### src/hdl/icache_geom_pkg.sv
// instruction cache geometry
package icache_geom_pkg;

  ////////////////////////////////////////
  // bus and line widths
  ////////////////////////////////////////

  // fetch and memory byte address
  localparam int unsigned addr_w   = 32;
  // one instruction word toward the cpu
  localparam int unsigned word_w   = 32;
  // one full line, also the memory data bus
  localparam int unsigned line_w   = 128;

  ////////////////////////////////////////
  // organisation
  ////////////////////////////////////////

  localparam int unsigned num_ways = 4;
  localparam int unsigned way_w    = $clog2(num_ways);
  localparam int unsigned num_sets = 64;
  localparam int unsigned set_w    = $clog2(num_sets);
  // byte offset inside a line
  localparam int unsigned offset_w = $clog2(line_w / 8);
  localparam int unsigned tag_w    = addr_w - set_w - offset_w;

  // replacement lfsr start value, must not be zero
  localparam logic [7:0] lfsr_seed = 8'hb5;

  // controller state codes
  localparam logic [1:0] st_flush  = 2'd0;
  localparam logic [1:0] st_idle   = 2'd1;
  localparam logic [1:0] st_lookup = 2'd2;
  localparam logic [1:0] st_refill = 2'd3;

endpackage

### src/hdl/icache_addr_pkg.sv
// fetch address views
package icache_addr_pkg;

  // one fetch address, seen as a raw word or split into cache fields
  typedef union packed {
    logic [icache_geom_pkg::addr_w-1:0] raw;
    struct packed {
      logic [icache_geom_pkg::tag_w-1:0]      tag;
      logic [icache_geom_pkg::set_w-1:0]      set_idx;
      // word inside the line
      logic [icache_geom_pkg::offset_w-3:0]   word;
      // byte inside the word, ignored by the cache
      logic [1:0]                             byte_off;
    } f;
  } fetch_addr_u;

  function automatic logic [icache_geom_pkg::tag_w-1:0] get_tag(fetch_addr_u a);
    return a.f.tag;
  endfunction

  function automatic logic [icache_geom_pkg::set_w-1:0] get_set(fetch_addr_u a);
    return a.f.set_idx;
  endfunction

  function automatic logic [icache_geom_pkg::offset_w-3:0] get_word(fetch_addr_u a);
    return a.f.word;
  endfunction

  // line aligned address for the memory side
  function automatic logic [icache_geom_pkg::addr_w-1:0] line_base(fetch_addr_u a);
    return {a.raw[icache_geom_pkg::addr_w-1:icache_geom_pkg::offset_w],
            {icache_geom_pkg::offset_w{1'b0}}};
  endfunction

endpackage

### src/hdl/icache_hit_select.sv
// hit detection and word select
module icache_hit_select (
  input  logic [icache_geom_pkg::num_ways-1:0][icache_geom_pkg::tag_w-1:0]  tag_i,
  input  logic [icache_geom_pkg::num_ways-1:0]                              valid_i,
  input  logic [icache_geom_pkg::num_ways-1:0][icache_geom_pkg::line_w-1:0] line_i,
  input  logic [icache_geom_pkg::tag_w-1:0]                                 req_tag_i,
  // request address, only the word field is used
  input  icache_addr_pkg::fetch_addr_u                                      word_sel_i,
  input  logic                                                              refill_i,
  input  logic [icache_geom_pkg::line_w-1:0]                                mem_line_i,
  output logic                                                              hit_o,
  output logic [icache_geom_pkg::word_w-1:0]                                word_o
);
  import icache_geom_pkg::*;
  import icache_addr_pkg::*;

  logic [num_ways-1:0] hit_vec;
  logic [way_w-1:0]    hit_way;
  logic [offset_w-3:0] word_idx;
  logic [word_w-1:0]   hit_word;
  logic [word_w-1:0]   mem_word;

  assign word_idx = get_word(word_sel_i);

  // tag compare, qualified by valid
  for (genvar w = 0; w < num_ways; w++) begin : gen_cmp
    assign hit_vec[w] = valid_i[w] && (tag_i[w] == req_tag_i);
  end

  // lowest hitting way wins
  always_comb begin
    hit_way = '0;
    for (int w = num_ways - 1; w >= 0; w--) begin
      if (hit_vec[w]) begin
        hit_way = way_w'(w);
      end
    end
  end

  assign hit_o    = |hit_vec;
  assign hit_word = line_i[hit_way][word_idx * word_w +: word_w];
  assign mem_word = mem_line_i[word_idx * word_w +: word_w];

  // during refill the word comes straight from memory
  assign word_o   = refill_i ? mem_word : hit_word;

endmodule

### config.mk
export PLATFORM = sky130hd
export DESIGN_NAME = icache_hit_select
export DESIGN_NICKNAME = d
export VERILOG_FILES = /design/src/hdl/icache_geom_pkg.sv /design/src/hdl/icache_addr_pkg.sv /design/src/hdl/icache_hit_select.sv
export SDC_FILE = /design/constraint.sdc
export NUM_CORES = 1
export LEC_CHECK = 0
export BUFFER_PORTS_ARGS = -buffer_cell sky130_fd_sc_hd__buf_4
export CORE_AREA = 2 2 323 325
export DETAILED_ROUTE_END_ITERATION = 6
export DIE_AREA = 0 0 325 327
export PLACE_DENSITY = 0.35
export SLEW_MARGIN = 15
export SYNTH_ARGS = -nofsm -noshare
export SYNTH_HDL_FRONTEND = slang
export SYNTH_SLANG_ARGS = --single-unit
### constraint.sdc
create_clock -name vclk -period 4.2
set_input_delay 0.42 -clock vclk [all_inputs]
set_output_delay 0.42 -clock vclk [all_outputs]
set_load 0.02 [all_outputs]
==> flow_summary.toml <==
[routing]
first_pass_iters = 5
drt.antenna.violating_nets = 0
routed_wl_mm = 79.03
viasPerCell = 3.700
via_count = 12080
drtIter0Drc = 546
drc = 0
wire_per_inst_um = 24.20

[sta]
worst_slew_pin_slew_ps = 904.9
final-max-slew-violation-count = 0
post-route-min-period_ps = 4125
fmax_ghz = 0.2424
tns_ps = 0
fin_crit_sh_pct = 98.23
setup_ws_ps = 74.53
rsz0062_at_grt = "no"
finalHoldViolCount = 0
final-setup-viol-count = 0
max_slew_margin_pct = 39.67

[layout]
final_common_cell = "buf_4"
areaGrowthSynthToFinish_pct = 114.7
final_cell_mix = "875 x buf_4, 128 x nand2_1, 104 x a21oi_1"
n_fill_cell = 12030
drive_gt1_share_pct = 53.27
sequential_cell_total = 0
nClkBuffers = 0
seqCellArea_um2 = 0
final_nets = 2670

[die]
design.core.area_um2 = 102900
ios = 820
initial_core_util_pct = 7.044
die_area_um2 = 106300
die_h_um = 327
die_w_um = 325
rows = 118

[outcome]
outcome = "complete, no violations"

[job]
drv_cap = 0

[synthesis]
syn_inst = 1083
yosys_warnings = 0
synth_fp_nets = 1870
ys_seq_area_share_pct = 0
syn_area_per_cell_um2 = 6.693
yosysUniqueCellTypes = 49
syn_area_um2 = 7248

[power_and_ir_drop]
p_sw_uw = 612.2
combPwrFrac_pct = 100.0
power.density_nw_per_um2 = 85.46
p_clk_share_pct = 0
p_int_uw = 717.8
leakagePower_nw = 7.066
switching_share_pct = 46.03
power.share.sequential_pct = 0
ir_drop_uv = 29.47

[setup_path]
cp-end-kind = "output pin"
crit_type = "primary input to output pin"
cp-start-kind = "primary input"
required_ps = 3780
cp_max_fo = 25
startpoint = "req_tag_i[9]"
arrival_ps = 3710

[grt]
grtUsageTotal_pct = 14.04
grt.overflow.total = 0
grt_max_degree = 57
grt_pass1_wl_mm = 105.1
grt_pass1_vias = 12760
antenna_found_initial = 18

[placed_design]
hpwl_mm = 69.45
place.gp.congestion = 0.8615
io_buffers = 790
place_ws_ps = 56.18

[worst_hold_path]
min_path_type = "primary input to output pin"
min_from = "line_i[180]"

[clocking]
cts_hold_buf = 0
power groups by stage:
stage / Clock, mW / Combinational [mW] / Sequential (mW)
2_1_floorplan: 0 / 0.387 / 0
3_3_place_gp: 0 / 1.36 / 0
3_5_place_dp: 0 / 1.36 / 0
4_1_cts: 0 / 1.36 / 0
5_1_grt: 0.0000000643 / 1.43 / 0
6_report: 0.000000129 / 1.33 / 0
path summary, 6_finish.rpt:
path	slack [ps]	to	cells after the start
max	70	word_o[31]	13
min	1290	word_o[20]	4
stage by stage:
stage	instance area, µm²	hold WS, ps	instances	utilization (%)	power [mW]
floorplan	7248	1108	1083	-	0.3870
global placement	15510	1297	3260	15.07	1.356
detailed placement	15510	1296	3260	15.07	1.357
CTS	15510	1295	3260	15.07	1.362
global route	15550	1332	3263	15.12	1.433
finish	15560	1289	3266	15.12	1.330
kinds of logic after synthesis:
group                     count (synthesis)  share of synthesized area [%]
and+or+nand+nor                         361                          26.22
AOI/OAI and AO/OA                       430                          40.95
buffers and inverters                   105                          8.459
muxes                                    99                          13.74
xor gates and xnor gates                 88                          10.63
critical path, cell delays in order:
cell	delay, ps
buf_4	150
xor2_1	160
nor4_1	430
nand4_1	290
o211a_2	370
o21ai_4	210
buf_12	230
buf_4	190
mux2_1	330
o21ai_1	350
a221oi_2	190
and3_1	220
buf_4	160
area by class of cell:
cell class | instances | area (µm²) | area share, %
Antenna cell | 5 | 12.51 | 0.08040
Inverter | 1 | 3.754 | 0.02412
Multi-Input combinational cell | 978 | 6719 | 43.17
Tap cell | 1380 | 1727 | 11.10
Timing Repair Buffer | 902 | 7101 | 45.63
timing repair:
item,4_1_cts,5_1_grt
setup buffers,0,1
endpoints found under the setup margin,0,13
resized for setup,0,6
synth_stat cells, types with 2 or more instances:
| cell type | count | area share (%) |
|---|---|---|
| and3_1 | 2 | 0.17 |
| nand2_1 | 130 | 6.7 |
| nand3_1 | 5 | 0.35 |
| buf_8 | 8 | 1.7 |
| or3_1 | 2 | 0.17 |
| mux2i_1 | 95 | 13 |
| a221oi_1 | 33 | 4.0 |
| o21bai_1 | 25 | 2.6 |
| a21oi_1 | 104 | 7.2 |
| buf_2 | 10 | 0.69 |
| a21o_1 | 2 | 0.21 |
| xnor2_1 | 37 | 4.5 |
| nor4_1 | 10 | 0.86 |
| nor3_2 | 20 | 2.8 |
| a211oi_2 | 28 | 4.8 |
| o211ai_1 | 37 | 3.8 |
| nand4_1 | 94 | 8.1 |
| and2_1 | 31 | 2.7 |
| buf_4 | 11 | 1.1 |
| clkbuf_1 | 61 | 3.2 |
| and2_0 | 2 | 0.17 |
| nor2_1 | 38 | 2.0 |
| xor2_1 | 51 | 6.2 |
| buf_6 | 10 | 1.6 |
| o21ai_0 | 89 | 6.1 |
| a32oi_1 | 5 | 0.60 |
| nand2b_1 | 2 | 0.17 |
| buf_1 | 4 | 0.21 |
| o21ai_2 | 29 | 3.5 |
| nor3_1 | 18 | 1.2 |
| a211oi_1 | 4 | 0.41 |
| mux2_1 | 4 | 0.62 |
| o21ai_1 | 8 | 0.55 |
| or2_2 | 3 | 0.26 |
| a22oi_1 | 57 | 5.9 |
routing by layer:
metal	global-route usage [%]	routed length [µm]
met1	16.49	31670
met2	25.33	39480
met5	0	151
met4	3.160	2046
met3	3.718	5681
No activity file was read; power rests on OpenSTA's default activity.
