**src/hdl/icache_geom_pkg.sv**
```systemverilog
// instruction cache geometry
package icache_geom_pkg;

  ////////////////////////////////////////
  // bus and line widths
  ////////////////////////////////////////

  // fetch and memory byte address
  localparam int unsigned addr_w   = 32;
  // one instruction word toward the cpu
  localparam int unsigned word_w   = 32;
  // one full line, also the memory data bus
  localparam int unsigned line_w   = 128;

  ////////////////////////////////////////
  // organisation
  ////////////////////////////////////////

  localparam int unsigned num_ways = 4;
  localparam int unsigned way_w    = $clog2(num_ways);
  localparam int unsigned num_sets = 64;
  localparam int unsigned set_w    = $clog2(num_sets);
  // byte offset inside a line
  localparam int unsigned offset_w = $clog2(line_w / 8);
  localparam int unsigned tag_w    = addr_w - set_w - offset_w;

  // replacement lfsr start value, must not be zero
  localparam logic [7:0] lfsr_seed = 8'hb5;

  // controller state codes
  localparam logic [1:0] st_flush  = 2'd0;
  localparam logic [1:0] st_idle   = 2'd1;
  localparam logic [1:0] st_lookup = 2'd2;
  localparam logic [1:0] st_refill = 2'd3;

endpackage

```
**src/hdl/icache_replace.sv**
```systemverilog
// refill way selection
module icache_replace (
  input  logic                                   clk_i,
  input  logic                                   rst_ni,
  input  logic [icache_geom_pkg::num_ways-1:0]   valid_i,
  input  logic                                   fill_we_i,
  output logic [icache_geom_pkg::way_w-1:0]      way_o
);
  import icache_geom_pkg::*;

  logic [7:0]       lfsr_d, lfsr_q;
  logic [way_w-1:0] inv_way;
  logic             all_valid;

  assign all_valid = &valid_i;

  // first invalid way, searched from the top so way 0 wins
  always_comb begin
    inv_way = '0;
    for (int w = num_ways - 1; w >= 0; w--) begin
      if (!valid_i[w]) begin
        inv_way = way_w'(w);
      end
    end
  end

  ////////////////////////////////////////
  // random pick once the set is full
  ////////////////////////////////////////

  // x^8 + x^6 + x^5 + x^4 + 1, maximal length
  assign lfsr_d = {lfsr_q[6:0], lfsr_q[7] ^ lfsr_q[5] ^ lfsr_q[4] ^ lfsr_q[3]};

  // steps only when a full set gets a line replaced
  always_ff @(posedge clk_i or negedge rst_ni) begin
    if (!rst_ni) begin
      lfsr_q <= lfsr_seed;
    end else if (fill_we_i && all_valid) begin
      lfsr_q <= lfsr_d;
    end
  end

  assign way_o = all_valid ? lfsr_q[way_w-1:0] : inv_way;

endmodule

```
**config.mk**
```make
export PLATFORM = sky130hd
export DESIGN_NAME = icache_replace
export DESIGN_NICKNAME = d
export VERILOG_FILES = /design/src/hdl/icache_geom_pkg.sv /design/src/hdl/icache_replace.sv
export SDC_FILE = /design/constraint.sdc
export NUM_CORES = 1
export LEC_CHECK = 0
export BUFFER_PORTS_ARGS = -buffer_cell sky130_fd_sc_hd__buf_2
export CORE_AREA = 3 3 40 42
export CTS_BUF_LIST = sky130_fd_sc_hd__clkbuf_16
export CTS_CLUSTER_SIZE = 12
export DETAILED_ROUTE_END_ITERATION = 16
export DIE_AREA = 0 0 43 45
export PLACE_DENSITY = 0.58
export SLEW_MARGIN = 0
export SYNTH_ARGS = -nofsm -noshare
export SYNTH_HDL_FRONTEND = slang
export SYNTH_SLANG_ARGS = --single-unit
```
**constraint.sdc**
```tcl
create_clock -name clk_i -period 3.24 [get_ports clk_i]
set_input_delay 0.162 -clock clk_i [delete_from_list [all_inputs] [get_ports clk_i]]
set_output_delay 0.162 -clock clk_i [all_outputs]
set_load 0.01 [all_outputs]
```
==> results of run 1 <==
==> worst max-delay path by stage <==
stage / end / slack [ps] / start / depth (start not counted)
final: way_o[0] / 1930 / lfsr_q[0] / 3
after global routing: way_o[0] / 1840 / lfsr_q[0] / 3
after global placement: lfsr_q[0] / 2140 / lfsr_q[4] / 3
after detailed placement: lfsr_q[0] / 2110 / lfsr_q[4] / 3
after floorplan: lfsr_q[0] / 2160 / lfsr_q[4] / 3
after CTS: way_o[0] / 1920 / lfsr_q[0] / 3
==> power by group <==
group          leakage (uW)  internal (uW)  switching [uW]
combinational      0.000115           6.66            7.90
sequential        0.0000935            101               0
clock             0.0000423            161            49.0
total              0.000251            268            56.9
==> worst reg2reg max path: stages, from the launching register on <==
cell and delay, ps:
dfstp_2 540, xor2_1 180, xnor2_1 90, mux2_2 260
==> metal layers <==
layer / vias up / part of all wire, %
met2: 2 / 54
met4: 0 / 0
met3: 0 / 1.7
li1: 123 / -
met1: 115 / 44
met5: - / 0
==> per-stage QoR <==
step                hold slack [ps]  setup slack (ps)  instances
global route                  322.3              1840         55
CTS                           313.1              1918         55
global placement              7.063              2141         50
floorplan                    -133.6              2156         27
finish                        308.7              1926         55
detailed placement            10.90              2114         50
==> layout make-up <==
cell class | instances | area [um^2] | share of cell area (%)
Tap cell | 15 | 18.77 | 3.546
Timing Repair Buffer | 9 | 50.05 | 9.456
Clock buffer | 3 | 75.07 | 14.18
Multi-Input combinational cell | 17 | 167.7 | 31.68
Clock inverter | 1 | 3.754 | 0.7092
Inverter | 2 | 7.507 | 1.418
Sequential cell | 8 | 206.4 | 39.01
==> cell usage in the layout, fill, tap and decap left out <==
cell,n
mux2_2,8
buf_2,8
dfstp_2,5
inv_1,3
clkbuf_16,3
dfrtp_1,3
xnor2_1,2
o21ai_0,1
a21boi_0,1
nand2_1,1
a31oi_1,1
and3_4,1
nand3_4,1
xor2_1,1
dlygate4sd3_1,1
==> cell families (layout without fill, tap and decap cells) <==
family / after synthesis / count (layout) / share of synthesized area, %
muxes: 8 / 8 / 23.61
DFF: 8 / 8 / 54.10
AOI/OAI and AO/OA: 3 / 3 / 4.919
xor gates and xnor gates: 3 / 3 / 6.887
and+or+nand+nor: 3 / 3 / 8.524
buffers and inverters: 2 / 15 / 1.968
==> impl_metrics.tcl, run 1 <==
set metrics [dict create \
    status "finished, final reports clean" \
    netlist_area_um2 381.6 \
    routed_wl_um 696 \
    ctsResizeCount 0 \
    viasPerCell 4.364 \
    worst-r2r-setup-slack_ps 2100 \
    grt.total_usage_pct 7.757 \
    grt_pass1_vias 250 \
    yosysWarnings 0 \
    initialDrtViolationCount 0 \
    die_y_um 45 \
    cellLeakagePower_uw 0.0002510 \
    synth.most_common_cell "mux2_2" \
    die_w_um 43 \
    wl_per_cell_um 12.65 \
    synth_edf_count 0 \
    path_clk_slew_ps 40 \
    overflow 0 \
    use_met2_pct 12.87 \
    ctsHoldBuffers 1 \
    tightest_slew_ps 186.9 \
    synth_ff_type "dfstp_2" \
    drive_gt1_share_pct 65.00 \
    cts_tree "yes" \
    worstPathArrival_ps 1150 \
    crit_required_ps 3080 \
    drv_cap 0 \
    dieArea_mm2 0.001935 \
    synth_seq_cells 8 \
    busiest_layer "met2" \
    ys_top_cells_by_count "8 x mux2_2, 5 x dfstp_2, 3 x dfrtp_1" \
    stdcell_area_um2 529.3 \
    fin_skew_ps 0.3495 \
    clkSinkCount 8 \
    fillers 123 \
    async_flop_share_pct 100.0 \
    hold_viol 0 \
    root_buffer "clkbuf_16" \
    start_util_pct 29.70 \
    syn_inst 27 \
    post-route-util_pct 41.19 \
    largest_register_ffs 8 \
    powerDensity_mw_per_mm2 614.2 \
    dr.pass1.iters 1 \
    grt_max_degree 9 \
    h-tree-depth 1 \
    drc 0 \
    reg_top3 "lfsr_q x8" \
    port_buffers 8 \
    grt_pass1_wl_mm 1.062 \
    io_pins 9 \
    layout_min_cycle_time_ps 1314 \
    design.core.area_mm2 0.001285 \
    clk_latency_ps 230 \
    cp-end-kind "output pin" \
    crit_fanout 3 \
    rsz0062_at_grt "false" \
    globalRouteMet1Util_pct 8.500 \
    slew_headroom_pct 87.54 \
    timing.final.crit_share_pct 40.57 \
    ant_nets 0 \
    cpPeakStageDelay_ps 530 \
    antenna_found_initial 0 \
    synth_top_area_share_pct 34.43 \
    vias 240 \
    placed_area_um2 440.4 \
    synth_top_cell_by_area "dfstp_2" \
    synth.distinct_cells 12 \
    slew_violations 0 \
    worstSetupPathType "reg2out" \
    syn2layout_area_growth_pct 38.69 \
    critical-path-top-delay-family "flip-flops" \
    reg2reg_to "lfsr_q[0]" \
    cpMaxStageDelayCell "dfstp_2" \
    max_freq_ghz 0.7608 \
    fin_nets 48 \
    met3_usage_pct 1.195 \
    startpoint_type "flip-flop" \
    hold_class "in2async" \
    routabilityCongestion 0.7227 \
    synth_area_per_cell_um2 14.13 \
    synth.yosys.seq_area_share_pct 54.10 \
    syn_nets 34 \
    rows 13 \
    tns_ps 0 \
    post_cts_buffers 0 \
    rr_worst_depth 3 \
    crit_chain "o21ai_0 -> a21boi_0 -> buf_2" \
    total_power_uw 325.1 \
    n_antenna_cell 0 \
    synth.area.top_cells "dfstp_2 34%, mux2_2 24%, dfrtp_1 20%, nand3_4 4.6%, xnor2_1 4.6%" \
    clock_path_buffers 2 \
    regMostFlops "lfsr_q" \
    r2r_start "lfsr_q[4]" \
    finalSetupViolations 0 \
    peakVddDrop_uv 273.9 \
    worst-path-buf-inv 1 \
    cts_buffers 3 \
]
Power figures use the tool's default switching activity.
==> inputs of run 2 (changes only) <==
--- a/config.mk
+++ b/config.mk
@@ -5,13 +5,14 @@
 export SDC_FILE = /design/constraint.sdc
 export NUM_CORES = 1
 export LEC_CHECK = 0
+export ABC_AREA = 1
 export BUFFER_PORTS_ARGS = -buffer_cell sky130_fd_sc_hd__buf_2
 export CORE_AREA = 3 3 40 42
 export CTS_BUF_LIST = sky130_fd_sc_hd__clkbuf_16
 export CTS_CLUSTER_SIZE = 12
 export DETAILED_ROUTE_END_ITERATION = 16
 export DIE_AREA = 0 0 43 45
-export PLACE_DENSITY = 0.58
+export PLACE_DENSITY = 0.63
 export SLEW_MARGIN = 0
 export SYNTH_ARGS = -nofsm -noshare
 export SYNTH_HDL_FRONTEND = slang
==> constraint.sdc (replaced) <==
create_clock -name clk_i -period 1.37 [get_ports clk_i]
set_input_delay 0.0685 -clock clk_i [delete_from_list [all_inputs] [get_ports clk_i]]
set_output_delay 0.0685 -clock clk_i [all_outputs]
set_load 0.01 [all_outputs]
==> run 2 against run 1 <==
Effect of this change:
- critical path depth unchanged
- count of clock-buffer cells in the layout unchanged
- setup slack worse by 1700 ps
- final area up 11%
- first-iteration DRC count up 5
- critical endpoint unchanged
- largest cell class unchanged
- highest routed layer is now met4
==> impl_metrics.tcl, run 2 <==
set metrics [dict create \
    ctsHoldBuffers 1 \
    routabilityCongestion 0.7189 \
    grt_pass1_vias 372 \
    crit_required_ps 1300 \
    peakVddDrop_uv 596.1 \
    yosysWarnings 0 \
    dr.pass1.iters 4 \
    rr_worst_depth 6 \
    regMostFlops "lfsr_q" \
    cts_tree "yes" \
    powerDensity_mw_per_mm2 1856 \
    slew_violations 0 \
    final_cell_mix "21 x nand2_1, 9 x inv_1, 8 x buf_2" \
    timing.final.crit_share_pct 80.16 \
    grt.total_usage_pct 10.91 \
    synth_simple_gate_area_share_pct 29.75 \
    grt_max_degree 11 \
    stdcell_area_um2 589.3 \
    synth_top_area_share_pct 29.75 \
    hold_class "in2reg" \
    root_buffer "clkbuf_16" \
    ctsResizeCount 0 \
    min_delay_path_depth 3 \
    synth.distinct_cells 15 \
    clock_path_buffers 2 \
    synth_top_family_by_area "simple AND/OR/NAND/NOR gates" \
    synth.area.top_cells "dfstp_2 30%, nand2_1 18%, dfrtp_1 17%, inv_1 6.8%, o21ai_2 5.9%" \
    synth_seq_cells 8 \
    synthAdderAreaFrac_pct 0 \
    synth_ff_type "dfstp_2" \
    worstPathArrival_ps 1030 \
    whs_ps 168.5 \
    cts_buffers 3 \
    startpoint_type "flip-flop" \
    path_clk_slew_ps 40 \
    die_y_um 45 \
    max_freq_ghz 0.9105 \
    n_antenna_cell 0 \
    rsz0062_at_grt "false" \
    layout_min_cycle_time_ps 1098 \
    rows 13 \
    viasPerCell 4.578 \
    synth_mux_area_share_pct 0 \
    synth_area_per_cell_um2 8.030 \
    total_power_uw 1094 \
    worst-r2r-setup-slack_ps 390 \
    multi_input_area_um2 196.4 \
    ant_nets 0 \
    grt_pass1_wl_mm 1.490 \
    finalSetupViolations 0 \
    worstSetupPathType "reg2out" \
    status "finished, final reports clean" \
    layout_commonest_cell "nand2_1" \
    drc 0 \
    clk_latency_ps 230 \
    cp-end-kind "output pin" \
    placed_area_um2 500.5 \
    async_flop_share_pct 100.0 \
    tightest_slew_ps 182.9 \
    dp_worst_setup_slack_ps 418.5 \
    dieArea_mm2 0.001935 \
    antenna_found_initial 0 \
    h-tree-depth 1 \
    reg_top3 "lfsr_q x8" \
    netlist_area_um2 441.7 \
    syn2layout_area_growth_pct 33.43 \
    ys_top_cells_by_count "21 x nand2_1, 8 x inv_1, 5 x dfstp_2" \
    vias 380 \
    cellLeakagePower_uw 0.0003009 \
    fin_ws_ps 271.7 \
    crit_fanout 3 \
    initialDrtViolationCount 5 \
    wl_per_cell_um 10.55 \
    die_w_um 43 \
    design.core.area_mm2 0.001285 \
    fillers 131 \
    hold_start "fill_we_i" \
    r2r_start "lfsr_q[4]" \
    min_delay_worst_endpoint "lfsr_q[5]" \
    synth.yosys.seq_area_share_pct 46.74 \
    hpwlAfterDp_um 645.8 \
    overflow 0 \
    cpPeakStageDelay_ps 540 \
    synth.most_common_cell "nand2_1" \
    syn_nets 62 \
    post_cts_buffers 0 \
    crit_chain "nand2_1 -> o21ai_0 -> buf_2" \
    routed_wl_um 876 \
    io_pins 9 \
    synth_compound_area_share_pct 14.73 \
    cpMaxStageDelayCell "dfstp_2" \
    fin_nets 76 \
    start_util_pct 34.37 \
    synthXorXnorAreaFrac_pct 0 \
    tns_ps 0 \
    drv_cap 0 \
    synth_top_cell_by_area "dfstp_2" \
    clkSinkCount 8 \
    seq_area_um2 206.4 \
    slew_headroom_pct 87.81 \
    syn_inst 55 \
    largest_register_ffs 8 \
    hold_viol 0 \
    drive_gt1_share_pct 36.76 \
    reg2reg_to "lfsr_q[0]" \
    fin_skew_ps 4.225 \
    port_buffers 8 \
    synth_edf_count 0 \
]
## run 2: cell types whose count changed in the layout (fill, tap and decap cells not counted), moves of 2 or more
cell / before / now
inv_1: 3 / 9
nand2_2: 0 / 2
o21ai_2: 0 / 3
o21ai_1: 0 / 4
nand2_1: 1 / 21
xnor2_1: 2 / 0
mux2_2: 8 / 0
nor2_1: 0 / 2
## run 2: cells by family (layout without fill, tap and decap cells)
family	Yosys count	after routing
DFF	8	8
and+or+nand+nor	28	28
buffers and inverters	9	22
AOI/OAI and AO/OA	10	10
## run 2: worst max-delay path by stage
| stage | from | to | cells past startpoint |
|---|---|---|---|
| 6_report | lfsr_q[0] | way_o[0] | 3 |
| 5_1_grt | lfsr_q[0] | way_o[0] | 3 |
| 4_1_cts | lfsr_q[0] | way_o[0] | 3 |
| 3_5_place_dp | lfsr_q[4] | lfsr_q[0] | 6 |
| 3_3_place_gp | lfsr_q[4] | lfsr_q[0] | 6 |
| 2_1_floorplan | lfsr_q[4] | lfsr_q[0] | 6 |
## run 2: routing by layer
metal	GRT usage (%)	routed length, um
met2	17.37	457
met1	11.82	349
met3	2.390	30
met5	0	0
met4	10.84	39
## run 2: critical path, delay by kind of cell (launching register included)
family | cells | cell delay (ps)
AO/OA/AOI/OAI | 1 | 60
buffers and inverters | 1 | 150
flip-flops | 1 | 540
AND/OR/NAND/NOR | 1 | 50
## run 2: cell type report
| class | count | share of cell area [%] |
|---|---|---|
| clock buffer | 3 | 12.74 |
| multi-input combinational | 38 | 33.33 |
| inverter | 9 | 6.582 |
| clock inverter | 1 | 0.6369 |
| tap | 15 | 3.185 |
| sequential | 8 | 35.03 |
| timing repair buffer | 9 | 8.493 |
## run 2: power by group
part	total, uW	switching [uW]	internal, uW
registers	384	47.1	337
logic	210	125	84.8
clock network	500	119	380
total	1090	292	802
## run 2: per-stage QoR
| stage | std cells | utilization (%) |
|---|---|---|
| final | 83 | 45.86 |
| after global routing | 83 | 45.86 |
| after CTS | 83 | 45.86 |
| after detailed placement | 78 | 38.95 |
| after global placement | 78 | 38.95 |
| after floorplan | 55 | - |
