$ cat config.mk
export PLATFORM = sky130hd
export DESIGN_NAME = icache_ctrl
export DESIGN_NICKNAME = d
export VERILOG_FILES = /design/src/hdl/icache_geom_pkg.sv /design/src/hdl/icache_addr_pkg.sv /design/src/hdl/icache_ctrl.sv
export SDC_FILE = /design/constraint.sdc
export NUM_CORES = 1
export LEC_CHECK = 0
export ABC_AREA = 1
export BUFFER_PORTS_ARGS = -buffer_cell sky130_fd_sc_hd__buf_2
export CORE_MARGIN = 1.5
export CORE_UTILIZATION = 45
export CTS_BUF_LIST = sky130_fd_sc_hd__clkbuf_4 sky130_fd_sc_hd__clkbuf_8 sky130_fd_sc_hd__clkbuf_16
export CTS_CLUSTER_SIZE = 12
export DETAILED_ROUTE_END_ITERATION = 12
export PLACE_DENSITY = 0.85
export SLEW_MARGIN = 10
export SYNTH_ARGS = -nofsm -noshare
export SYNTH_HDL_FRONTEND = slang
export SYNTH_SLANG_ARGS = --single-unit
$ cat constraint.sdc
create_clock -name clk_i -period 4.98 [get_ports clk_i]
set_input_delay 0.747 -clock clk_i [delete_from_list [all_inputs] [get_ports clk_i]]
set_output_delay 0.747 -clock clk_i [all_outputs]
set_load 0.05 [all_outputs]
$ cat src/hdl/icache_geom_pkg.sv
// instruction cache geometry
package icache_geom_pkg;

  ////////////////////////////////////////
  // bus and line widths
  ////////////////////////////////////////

  // fetch and memory byte address
  localparam int unsigned addr_w   = 32;
  // one instruction word toward the cpu
  localparam int unsigned word_w   = 32;
  // one full line, also the memory data bus
  localparam int unsigned line_w   = 128;

  ////////////////////////////////////////
  // organisation
  ////////////////////////////////////////

  localparam int unsigned num_ways = 4;
  localparam int unsigned way_w    = $clog2(num_ways);
  localparam int unsigned num_sets = 64;
  localparam int unsigned set_w    = $clog2(num_sets);
  // byte offset inside a line
  localparam int unsigned offset_w = $clog2(line_w / 8);
  localparam int unsigned tag_w    = addr_w - set_w - offset_w;

  // replacement lfsr start value, must not be zero
  localparam logic [7:0] lfsr_seed = 8'hb5;

  // controller state codes
  localparam logic [1:0] st_flush  = 2'd0;
  localparam logic [1:0] st_idle   = 2'd1;
  localparam logic [1:0] st_lookup = 2'd2;
  localparam logic [1:0] st_refill = 2'd3;

endpackage

$ cat src/hdl/icache_addr_pkg.sv
// fetch address views
package icache_addr_pkg;

  // one fetch address, seen as a raw word or split into cache fields
  typedef union packed {
    logic [icache_geom_pkg::addr_w-1:0] raw;
    struct packed {
      logic [icache_geom_pkg::tag_w-1:0]      tag;
      logic [icache_geom_pkg::set_w-1:0]      set_idx;
      // word inside the line
      logic [icache_geom_pkg::offset_w-3:0]   word;
      // byte inside the word, ignored by the cache
      logic [1:0]                             byte_off;
    } f;
  } fetch_addr_u;

  function automatic logic [icache_geom_pkg::tag_w-1:0] get_tag(fetch_addr_u a);
    return a.f.tag;
  endfunction

  function automatic logic [icache_geom_pkg::set_w-1:0] get_set(fetch_addr_u a);
    return a.f.set_idx;
  endfunction

  function automatic logic [icache_geom_pkg::offset_w-3:0] get_word(fetch_addr_u a);
    return a.f.word;
  endfunction

  // line aligned address for the memory side
  function automatic logic [icache_geom_pkg::addr_w-1:0] line_base(fetch_addr_u a);
    return {a.raw[icache_geom_pkg::addr_w-1:icache_geom_pkg::offset_w],
            {icache_geom_pkg::offset_w{1'b0}}};
  endfunction

endpackage

$ cat src/hdl/icache_ctrl.sv
// instruction cache controller
module icache_ctrl (
  input  logic                                  clk_i,
  input  logic                                  rst_ni,
  // cpu side, wishbone classic slave
  input  logic                                  fetch_cyc_i,
  input  logic                                  fetch_stb_i,
  input  icache_addr_pkg::fetch_addr_u          fetch_adr_i,
  output logic                                  fetch_ack_o,
  // cache control
  input  logic                                  flush_i,
  input  logic                                  en_i,
  output logic                                  miss_o,
  output logic                                  busy_o,
  // tag compare result for the looked up set
  input  logic                                  hit_i,
  // memory side, wishbone classic master
  output logic                                  mem_cyc_o,
  output logic                                  mem_stb_o,
  output logic [icache_geom_pkg::addr_w-1:0]    mem_adr_o,
  input  logic                                  mem_ack_i,
  // array control
  output logic                                  rd_en_o,
  output logic                                  fill_we_o,
  output logic                                  clear_we_o,
  output logic [icache_geom_pkg::set_w-1:0]     set_o,
  output logic [icache_geom_pkg::tag_w-1:0]     tag_o,
  output logic                                  refill_o
);
  import icache_geom_pkg::*;
  import icache_addr_pkg::*;

  logic [1:0]       state_d, state_q;
  // cache enable, only set at the end of a flush
  logic             cache_en_d, cache_en_q;
  // flush request waiting for idle
  logic             flush_d, flush_q;
  logic [set_w-1:0] flush_cnt_d, flush_cnt_q;
  logic             flush_done;
  // latched request address
  fetch_addr_u      req_q;
  logic             req_we;

  assign flush_done = (flush_cnt_q == set_w'(num_sets - 1));

  // memory request lives for the whole refill state
  assign mem_cyc_o  = (state_q == st_refill);
  assign mem_stb_o  = (state_q == st_refill);
  assign mem_adr_o  = line_base(req_q);
  assign tag_o      = get_tag(req_q);
  assign busy_o     = (state_q != st_idle);

  ////////////////////////////////////////
  // next state logic
  ////////////////////////////////////////

  always_comb begin
    state_d     = state_q;
    // dropping the enable takes effect at once
    cache_en_d  = cache_en_q & en_i;
    flush_d     = flush_q | flush_i;
    flush_cnt_d = flush_cnt_q;
    req_we      = 1'b0;
    rd_en_o     = 1'b0;
    fill_we_o   = 1'b0;
    clear_we_o  = 1'b0;
    fetch_ack_o = 1'b0;
    miss_o      = 1'b0;
    refill_o    = 1'b0;
    // arrays follow the latched request unless told otherwise
    set_o       = get_set(req_q);

    unique case (state_q)
      // walk all sets and clear their valid bits
      st_flush: begin
        clear_we_o  = 1'b1;
        set_o       = flush_cnt_q;
        // wraps back to zero after the last set
        flush_cnt_d = flush_cnt_q + 1'b1;
        if (flush_done) begin
          state_d    = st_idle;
          flush_d    = 1'b0;
          cache_en_d = en_i;
        end
      end
      // pending flush or a fresh enable go first
      st_idle: begin
        if (flush_d || (en_i && !cache_en_q)) begin
          state_d = st_flush;
        end else if (fetch_cyc_i && fetch_stb_i) begin
          // read all ways of the requested set on this edge
          req_we  = 1'b1;
          rd_en_o = cache_en_q;
          set_o   = get_set(fetch_adr_i);
          state_d = st_lookup;
        end
      end
      // arrays are valid now
      st_lookup: begin
        if (hit_i && cache_en_q) begin
          fetch_ack_o = 1'b1;
          state_d     = st_idle;
        end else begin
          // a disabled cache does not count misses
          miss_o  = cache_en_q;
          state_d = st_refill;
        end
      end
      // wait for the line, pass the word through on the ack
      st_refill: begin
        refill_o = 1'b1;
        if (mem_ack_i) begin
          fetch_ack_o = 1'b1;
          fill_we_o   = cache_en_q;
          state_d     = st_idle;
        end
      end
    endcase
  end

  ////////////////////////////////////////
  // registers
  ////////////////////////////////////////

  always_ff @(posedge clk_i or negedge rst_ni) begin
    if (!rst_ni) begin
      state_q     <= st_idle;
      cache_en_q  <= 1'b0;
      flush_q     <= 1'b0;
      flush_cnt_q <= '0;
    end else begin
      state_q     <= state_d;
      cache_en_q  <= cache_en_d;
      flush_q     <= flush_d;
      flush_cnt_q <= flush_cnt_d;
    end
  end

  // request address, held until the next accepted fetch
  always_ff @(posedge clk_i) begin
    if (req_we) begin
      req_q <= fetch_adr_i;
    end
  end

endmodule

==> results of run 1 <==
worst paths after layout:
path / cells after the start / end
max: 6 / set_o[2]
max in group asynchronous: 1 / state_q[0]
max reg2reg: 4 / req_q[8]
min: 1 / flush_q
min reg2reg: 2 / state_q[0]
min in group clk_i: 2 / state_q[0]
report_power, final:
part | total (mW) | switching [mW] | internal (mW)
Clock | 0.313 | 0.112 | 0.201
Sequential | 0.340 | 0.0000000000000000226 | 0.340
Combinational | 0.0251 | 0.0149 | 0.0102
Total | 0.678 | 0.127 | 0.551
state kept, by name (all words and copies together) (netlist names):
register / cells
state_q: 2
flush_cnt_q: 6
cache_en_q: 1
req_q: 28
flush_q: 1
placed cells by master, fill, tap and decap left out, types with 2 or more instances in the layout:
cell type,instances
sky130_fd_sc_hd__a21boi_0,2
sky130_fd_sc_hd__a21oi_1,3
sky130_fd_sc_hd__a21oi_2,4
sky130_fd_sc_hd__a22oi_1,5
sky130_fd_sc_hd__buf_2,100
sky130_fd_sc_hd__bufinv_16,2
sky130_fd_sc_hd__clkbuf_8,5
sky130_fd_sc_hd__conb_1,4
sky130_fd_sc_hd__dfrtp_1,9
sky130_fd_sc_hd__edfxtp_1,28
sky130_fd_sc_hd__ha_1,6
sky130_fd_sc_hd__inv_1,17
sky130_fd_sc_hd__nand2_1,21
sky130_fd_sc_hd__nand2_2,2
sky130_fd_sc_hd__nand3_1,3
sky130_fd_sc_hd__nand4_1,3
sky130_fd_sc_hd__nor2_1,3
sky130_fd_sc_hd__nor2_2,2
sky130_fd_sc_hd__nor3_1,3
sky130_fd_sc_hd__o21ai_1,6
sky130_fd_sc_hd__xnor2_1,2
sky130_fd_sc_hd__xor2_1,3
worst max-delay path, stage by stage, from the launching register on:
cell                       delay (ns)
sky130_fd_sc_hd__dfstp_2         0.57
sky130_fd_sc_hd__inv_1           0.07
sky130_fd_sc_hd__ha_1            0.38
sky130_fd_sc_hd__nor2_1          0.42
sky130_fd_sc_hd__a21boi_0        0.15
sky130_fd_sc_hd__nand2_1         0.09
sky130_fd_sc_hd__buf_2           0.26
area by class of cell:
type	instances	area (um^2)	area share [%]
clock buffer	5	68.8	2.87
clock inverter	3	68.8	2.87
inverter	19	85.1	3.55
multi-input combinational	79	509	21.3
sequential	38	1090	45.6
tap	50	62.6	2.61
timing repair buffer	101	508	21.2
through the flow:
| step | hold WS (ns) | setup WS [ns] | std cells |
|---|---|---|---|
| floorplan | 0.451 | 1.94 | 166 |
| global placement | 0.487 | 2.29 | 287 |
| detailed placement | 0.488 | 2.29 | 287 |
| CTS | 0.306 | 1.98 | 295 |
| global route | 0.304 | 1.83 | 295 |
| finish | 0.307 | 2.00 | 295 |
cell usage after synthesis, drive strengths merged (2+ instances only):
library cell  instances  area share [%]
a21oi                 7             2.6
ha                    6             3.9
nor3                  3            0.79
edfxtp               28              44
dfrtp                 9              12
inv                  18             3.6
nand2                23             4.8
nand4                 3            0.99
o21ai                 7             1.8
a22oi                 5             2.0
xnor2                 2            0.92
a21boi                3             1.2
buf                  30              12
nand3                 5             2.2
nor2                  6             1.7
xor2                  3             1.4
logic make-up after synthesis:
group	after synthesis	synth area share, %
buf+inv	49	16.5
compound gates	24	9.08
other cells	1	0.197
simple gates	40	10.5
flops	38	57.4
xor+xnor	5	2.30
fa+ha+maj	6	3.95
metal layers:
metal,GRT usage (%),vias up
li1,-,673
met1,17.3,636
met3,5.43,3
met5,0,-
met4,5.25,0
met2,29.7,56
==> impl_results.rst, run 1 <==
.. list-table::
   :header-rows: 1

   * - Metric
     - Value
   * - Number of filler cells placed in the layout
     - 345
   * - M1 wire length
     - 1420 um
   * - Reg-to-reg startpoint
     - state_q[0]
   * - Count of H-tree levels built during CTS
     - 2
   * - Largest net degree at the start of global routing
     - 29
   * - Share of the clock period used by the worst path
     - 59.9%
   * - Register-to-Register Setup Slack
     - 3.25 ns
   * - Number of global-route vias before repair
     - 1,190
   * - CP Class
     - register to primary output
   * - Initial drt markers
     - 73
   * - DR pass1 iterations
     - 4
   * - Layout cell share with drive strength beyond 1
     - 50.6%
   * - Largest fanout on the critical path
     - 15
   * - Count of final hold-check violations
     - 0
   * - Final-report max-slew violation count
     - 0
   * - Number of enable flip-flop cells after synthesis
     - 28
   * - Avg Vias per Cell
     - 4.64
   * - Clock Skew
     - 0.00604 ns
   * - Routed wire length
     - 3690 um
   * - Via count
     - 1,368
   * - Number of placement rows
     - 23
   * - Slew headroom
     - 64.8%
   * - Status
     - finished, final reports clean
   * - Post-route cell area
     - 2390 um^2
   * - Cell leakage power
     - 1.14 nW
   * - Highest metal used
     - met4
   * - Arrival @ worst endpoint
     - 2.23 ns
   * - Critical Path Source
     - state_q[0]
   * - Count of distinct cell types in the synthesized netlist
     - 31
   * - Setup repair after global routing missed its margin
     - no
   * - Max-capacitance violation count
     - 0
   * - I/O Pins
     - 109
   * - Core area
     - 4030 um^2
   * - CTS resizes
     - 0
   * - Clock-pin slew of the registers on the worst-case setup and hold paths
     - 0.08 ns
   * - Transition time at the pin with the least slew margin
     - 0.527 ns
   * - Maximum achievable frequency
     - 335 MHz
   * - Yosys reg bits
     - 38
   * - Crit path time final
     - 2.98 ns
   * - Height of the die
     - 68.0 um
   * - Width of the die
     - 68.0 um
   * - Total Power Consumption
     - 0.678 mW
   * - Number of antenna violations at the first check in global routing
     - 0
   * - Placed wire-length estimate
     - 2850 um
   * - Final sum of negative setup slack
     - 0 ns
   * - Async set or reset register ratio after synthesis
     - 26.3%
   * - Pwr/cell area
     - 283 nW/um^2
   * - Total standard cell area after synthesis
     - 1900 um^2
   * - Startpoint types
     - register
   * - Final Net Count
     - 290
   * - Portion of the post-synthesis area used by sequential elements
     - 57.4%
   * - Post-route antenna net violation count
     - 0
   * - Drt drc
     - 0
   * - Required @ worst endpoint
     - 4.23 ns
   * - Number of buffers added by the clock tree synthesis step
     - 5
   * - Starting utilization of the core area
     - 47.2%
   * - Worst vdd ir
     - 184 uV
   * - Met2 routed WL
     - 1950 um
   * - Routed length on met3
     - 300 um
   * - Placer's final routability congestion estimate
     - 0.823
   * - Global-route wire length before repair
     - 5430 um
   * - Worst-skew pair later-pin latency
     - 0.29 ns
   * - Total number of clock tree sinks
     - 38
   * - Area Growth Syn to Fin
     - 25.9%
   * - CTS tree
     - yes
   * - Worst-case clock buffer depth
     - 2
   * - Overall overflow remaining after global route
     - 0
   * - Post-layout utilization of the core
     - 59.4%
   * - Number of diodes
     - 0
   * - Global Route Usage Sum
     - 16.2%
   * - Post-CTS Setup Inserts
     - 0
   * - Total of hold buffers inserted after clock tree synthesis
     - 0
   * - Endpoint class of the critical path
     - primary output
   * - Library cell used as clock root buffer
     - sky130_fd_sc_hd__clkbuf_8
   * - Mapped Cells
     - 163
   * - Average cell area after synthesis
     - 11.7 um^2
   * - Wire per inst
     - 12.5 um
   * - Count of final setup violators
     - 0
   * - Most frequently used flop master after synthesis
     - sky130_fd_sc_hd__edfxtp_1
   * - Count of input and output buffers
     - 100
   * - Count of warnings emitted by yosys
     - 0
   * - Area after detailed placement
     - 2260 um^2
   * - Class of the most critical hold timing path
     - input port to asynchronous set/reset pin
   * - Die Outline Area
     - 4630 um^2
Note: power is estimated with default switching activity, not from simulation.
==> inputs of run 2 (changes only) <==
Settings changed: CORE_UTILIZATION 45 to 39, PLACE_DENSITY 0.85 to 0.78.
Clock period 4.98 ns to 2.41 ns, I/O delays scaled along.
==> run 2 against run 1 <==
Net effect:
- final cell count rose by 6.4%
- sequential share of layout area is 0.071 points lower
- global-route usage shrank 2.6 points
- clock skew shrank 0.0016 ns
- clock power rose by 43%
- utilization down 8.7 points
- via count increased by 0.44%
- worst setup slack worse by 1.9 ns
- highest routed layer unchanged
==> impl_results.rst, run 2 (synthesis results as in run 1) <==
.. list-table::
   :header-rows: 1

   * - Metric
     - Value
   * - Area Growth Syn to Fin
     - 26.1%
   * - Final sum of negative setup slack
     - 0 ns
   * - Number of placement rows
     - 25
   * - Most used cells in the layout excluding fill and tap cells
     - 100 x sky130_fd_sc_hd__buf_2, 28 x sky130_fd_sc_hd__edfxtp_1, 21 x sky130_fd_sc_hd__nand2_1
   * - Share of the clock period used by the worst path
     - 94.0%
   * - Layout cell share with drive strength beyond 1
     - 51.4%
   * - Worst vdd ir
     - 202 uV
   * - Pwr/cell area
     - 501 nW/um^2
   * - Hold slack final
     - 0.252 ns
   * - Number of antenna violations at the first check in global routing
     - 0
   * - Avg Vias per Cell
     - 4.38
   * - Count of final setup violators
     - 0
   * - Number of cells after detailed placement
     - 305
   * - Endpoint class of the critical path
     - primary output
   * - Routed wire length
     - 3660 um
   * - Flip-flop count of the largest register after layout
     - 28
   * - CTS tree
     - yes
   * - Commonest non-fill, non-tap cell in the layout
     - sky130_fd_sc_hd__buf_2
   * - Clock Skew
     - 0.00449 ns
   * - Area after detailed placement
     - 2290 um^2
   * - Crit path setup slack, layout
     - 0.144 ns
   * - Placed wire-length estimate
     - 2910 um
   * - Setup repair after global routing missed its margin
     - no
   * - Worst setup slack after placement
     - 0.349 ns
   * - Die Outline Area
     - 5300 um^2
   * - Number of global-route vias before repair
     - 1,246
   * - Clock-pin slew of the registers on the worst-case setup and hold paths
     - 0.07 ns
   * - Wire per inst
     - 11.6 um
   * - Number of diodes
     - 0
   * - Required @ worst endpoint
     - 2.05 ns
   * - Critical path, cell by cell
     - inv_1 -> ha_1 -> buf_4 -> nand2_1 -> a21boi_1 -> nand2_1 -> buf_2
   * - Status
     - finished, final reports clean
   * - Global-route wire length before repair
     - 5600 um
   * - Core area
     - 4720 um^2
   * - Max-capacitance violation count
     - 0
   * - Library cell used as clock root buffer
     - sky130_fd_sc_hd__clkbuf_8
   * - Most frequent cell on the critical path
     - sky130_fd_sc_hd__nand2_1
   * - Non-filler instance count after layout
     - 314
   * - Worst flop-to-flop path endpoint
     - req_q[7]
   * - Initial drt markers
     - 28
   * - Height of the die
     - 72.8 um
   * - Biggest cell delay along the critical path
     - 0.57 ns
   * - DR pass1 iterations
     - 2
   * - Overall overflow remaining after global route
     - 0
   * - Reg-to-reg startpoint
     - state_q[0]
   * - Count of input and output buffers
     - 100
   * - Largest net degree at the start of global routing
     - 29
   * - Final Net Count
     - 292
   * - Drt drc
     - 0
   * - Total Power Consumption
     - 1.20 mW
   * - CP Class
     - register to primary output
   * - Arrival @ worst endpoint
     - 1.90 ns
   * - Placer's final routability congestion estimate
     - 0.783
   * - Number of cells on the worst hold path
     - 1
   * - Worst-case clock buffer depth
     - 2
   * - Worst-skew pair later-pin latency
     - 0.28 ns
   * - Startpoint of the tightest hold check path
     - fetch_adr_i[18]
   * - Largest registers
     - req_q x28, flush_cnt_q x6, state_q x2
   * - Count of H-tree levels built during CTS
     - 2
   * - Count of final hold-check violations
     - 0
   * - Global Route Usage Sum
     - 13.6%
   * - Max stage delay cell, worst path
     - sky130_fd_sc_hd__dfstp_2
   * - Via count
     - 1,374
   * - Width of the die
     - 72.8 um
   * - Number of cells on the worst reg-to-reg path
     - 4
   * - Largest register by flop count
     - req_q
   * - Destination of the worst hold path
     - req_q[18]
   * - Largest fanout on the critical path
     - 14
   * - Startpoint types
     - register
   * - I/O Pins
     - 109
   * - Cell leakage power
     - 1.12 nW
   * - Maximum achievable frequency
     - 441 MHz
   * - Crit path time final
     - 2.27 ns
   * - Post-CTS Setup Inserts
     - 0
   * - Total number of clock tree sinks
     - 38
   * - Final-report max-slew violation count
     - 0
   * - Post-layout utilization of the core
     - 50.8%
   * - Post-route antenna net violation count
     - 0
   * - Number of buffers added by the clock tree synthesis step
     - 5
   * - Starting utilization of the core area
     - 40.3%
   * - Post-route cell area
     - 2400 um^2
   * - Class of the most critical hold timing path
     - input port to register
   * - Register-to-Register Setup Slack
     - 0.68 ns
==> run 2: layout make-up <==
cell class              instances  area (um^2)
inverters                      19         85.1
clock buffers                   6         82.6
multi-input cells              79          517
flip-flops and latches         38         1090
repair buffers                103          526
well taps                      67         83.8
fillers                       428         2320
clock inverters                 2         12.5
==> run 2: worst max-delay path by stage <==
stage,start,end,slack (ns),cells after the start
floorplan,state_q[0],fetch_ack_o,0.06,3
global placement,state_q[0],set_o[2],0.39,6
detailed placement,state_q[0],set_o[2],0.35,6
CTS,state_q[0],set_o[2],0.008,6
global route,state_q[0],set_o[2],0.06,7
finish,state_q[0],set_o[2],0.14,7
==> run 2: timing repair <==
action	4_1_cts	5_1_grt
endpoints found under the setup margin	0	2
hold buffers	1	0
gates resized for setup	0	2
hold endpoints to repair	9	0
==> run 2: where the power goes <==
group | internal, mW | total, mW | switching (mW) | leakage (nW)
registers | 0.703 | 0.703 | 0.0000000000000000434 | 0.368
clock network | 0.230 | 0.447 | 0.217 | 0.0472
logic | 0.0222 | 0.0528 | 0.0306 | 0.710
==> run 2: critical path: cells and delay by family (launching register included) <==
kind	cells	cell delay [ns]
adders and majority gates	1	0.22
and+or+nand+nor	2	0.17
DFF	1	0.57
buffers and inverters	3	0.47
AOI/OAI and AO/OA	1	0.19
==> run 2: layer usage <==
metal,GRT usage (%),vias to the layer above,share of wire (%)
met5,0,-,0
met4,3.14,0,0.74
met3,4.70,4,9.5
met2,24.5,59,51
met1,15.6,632,39
li1,-,679,-
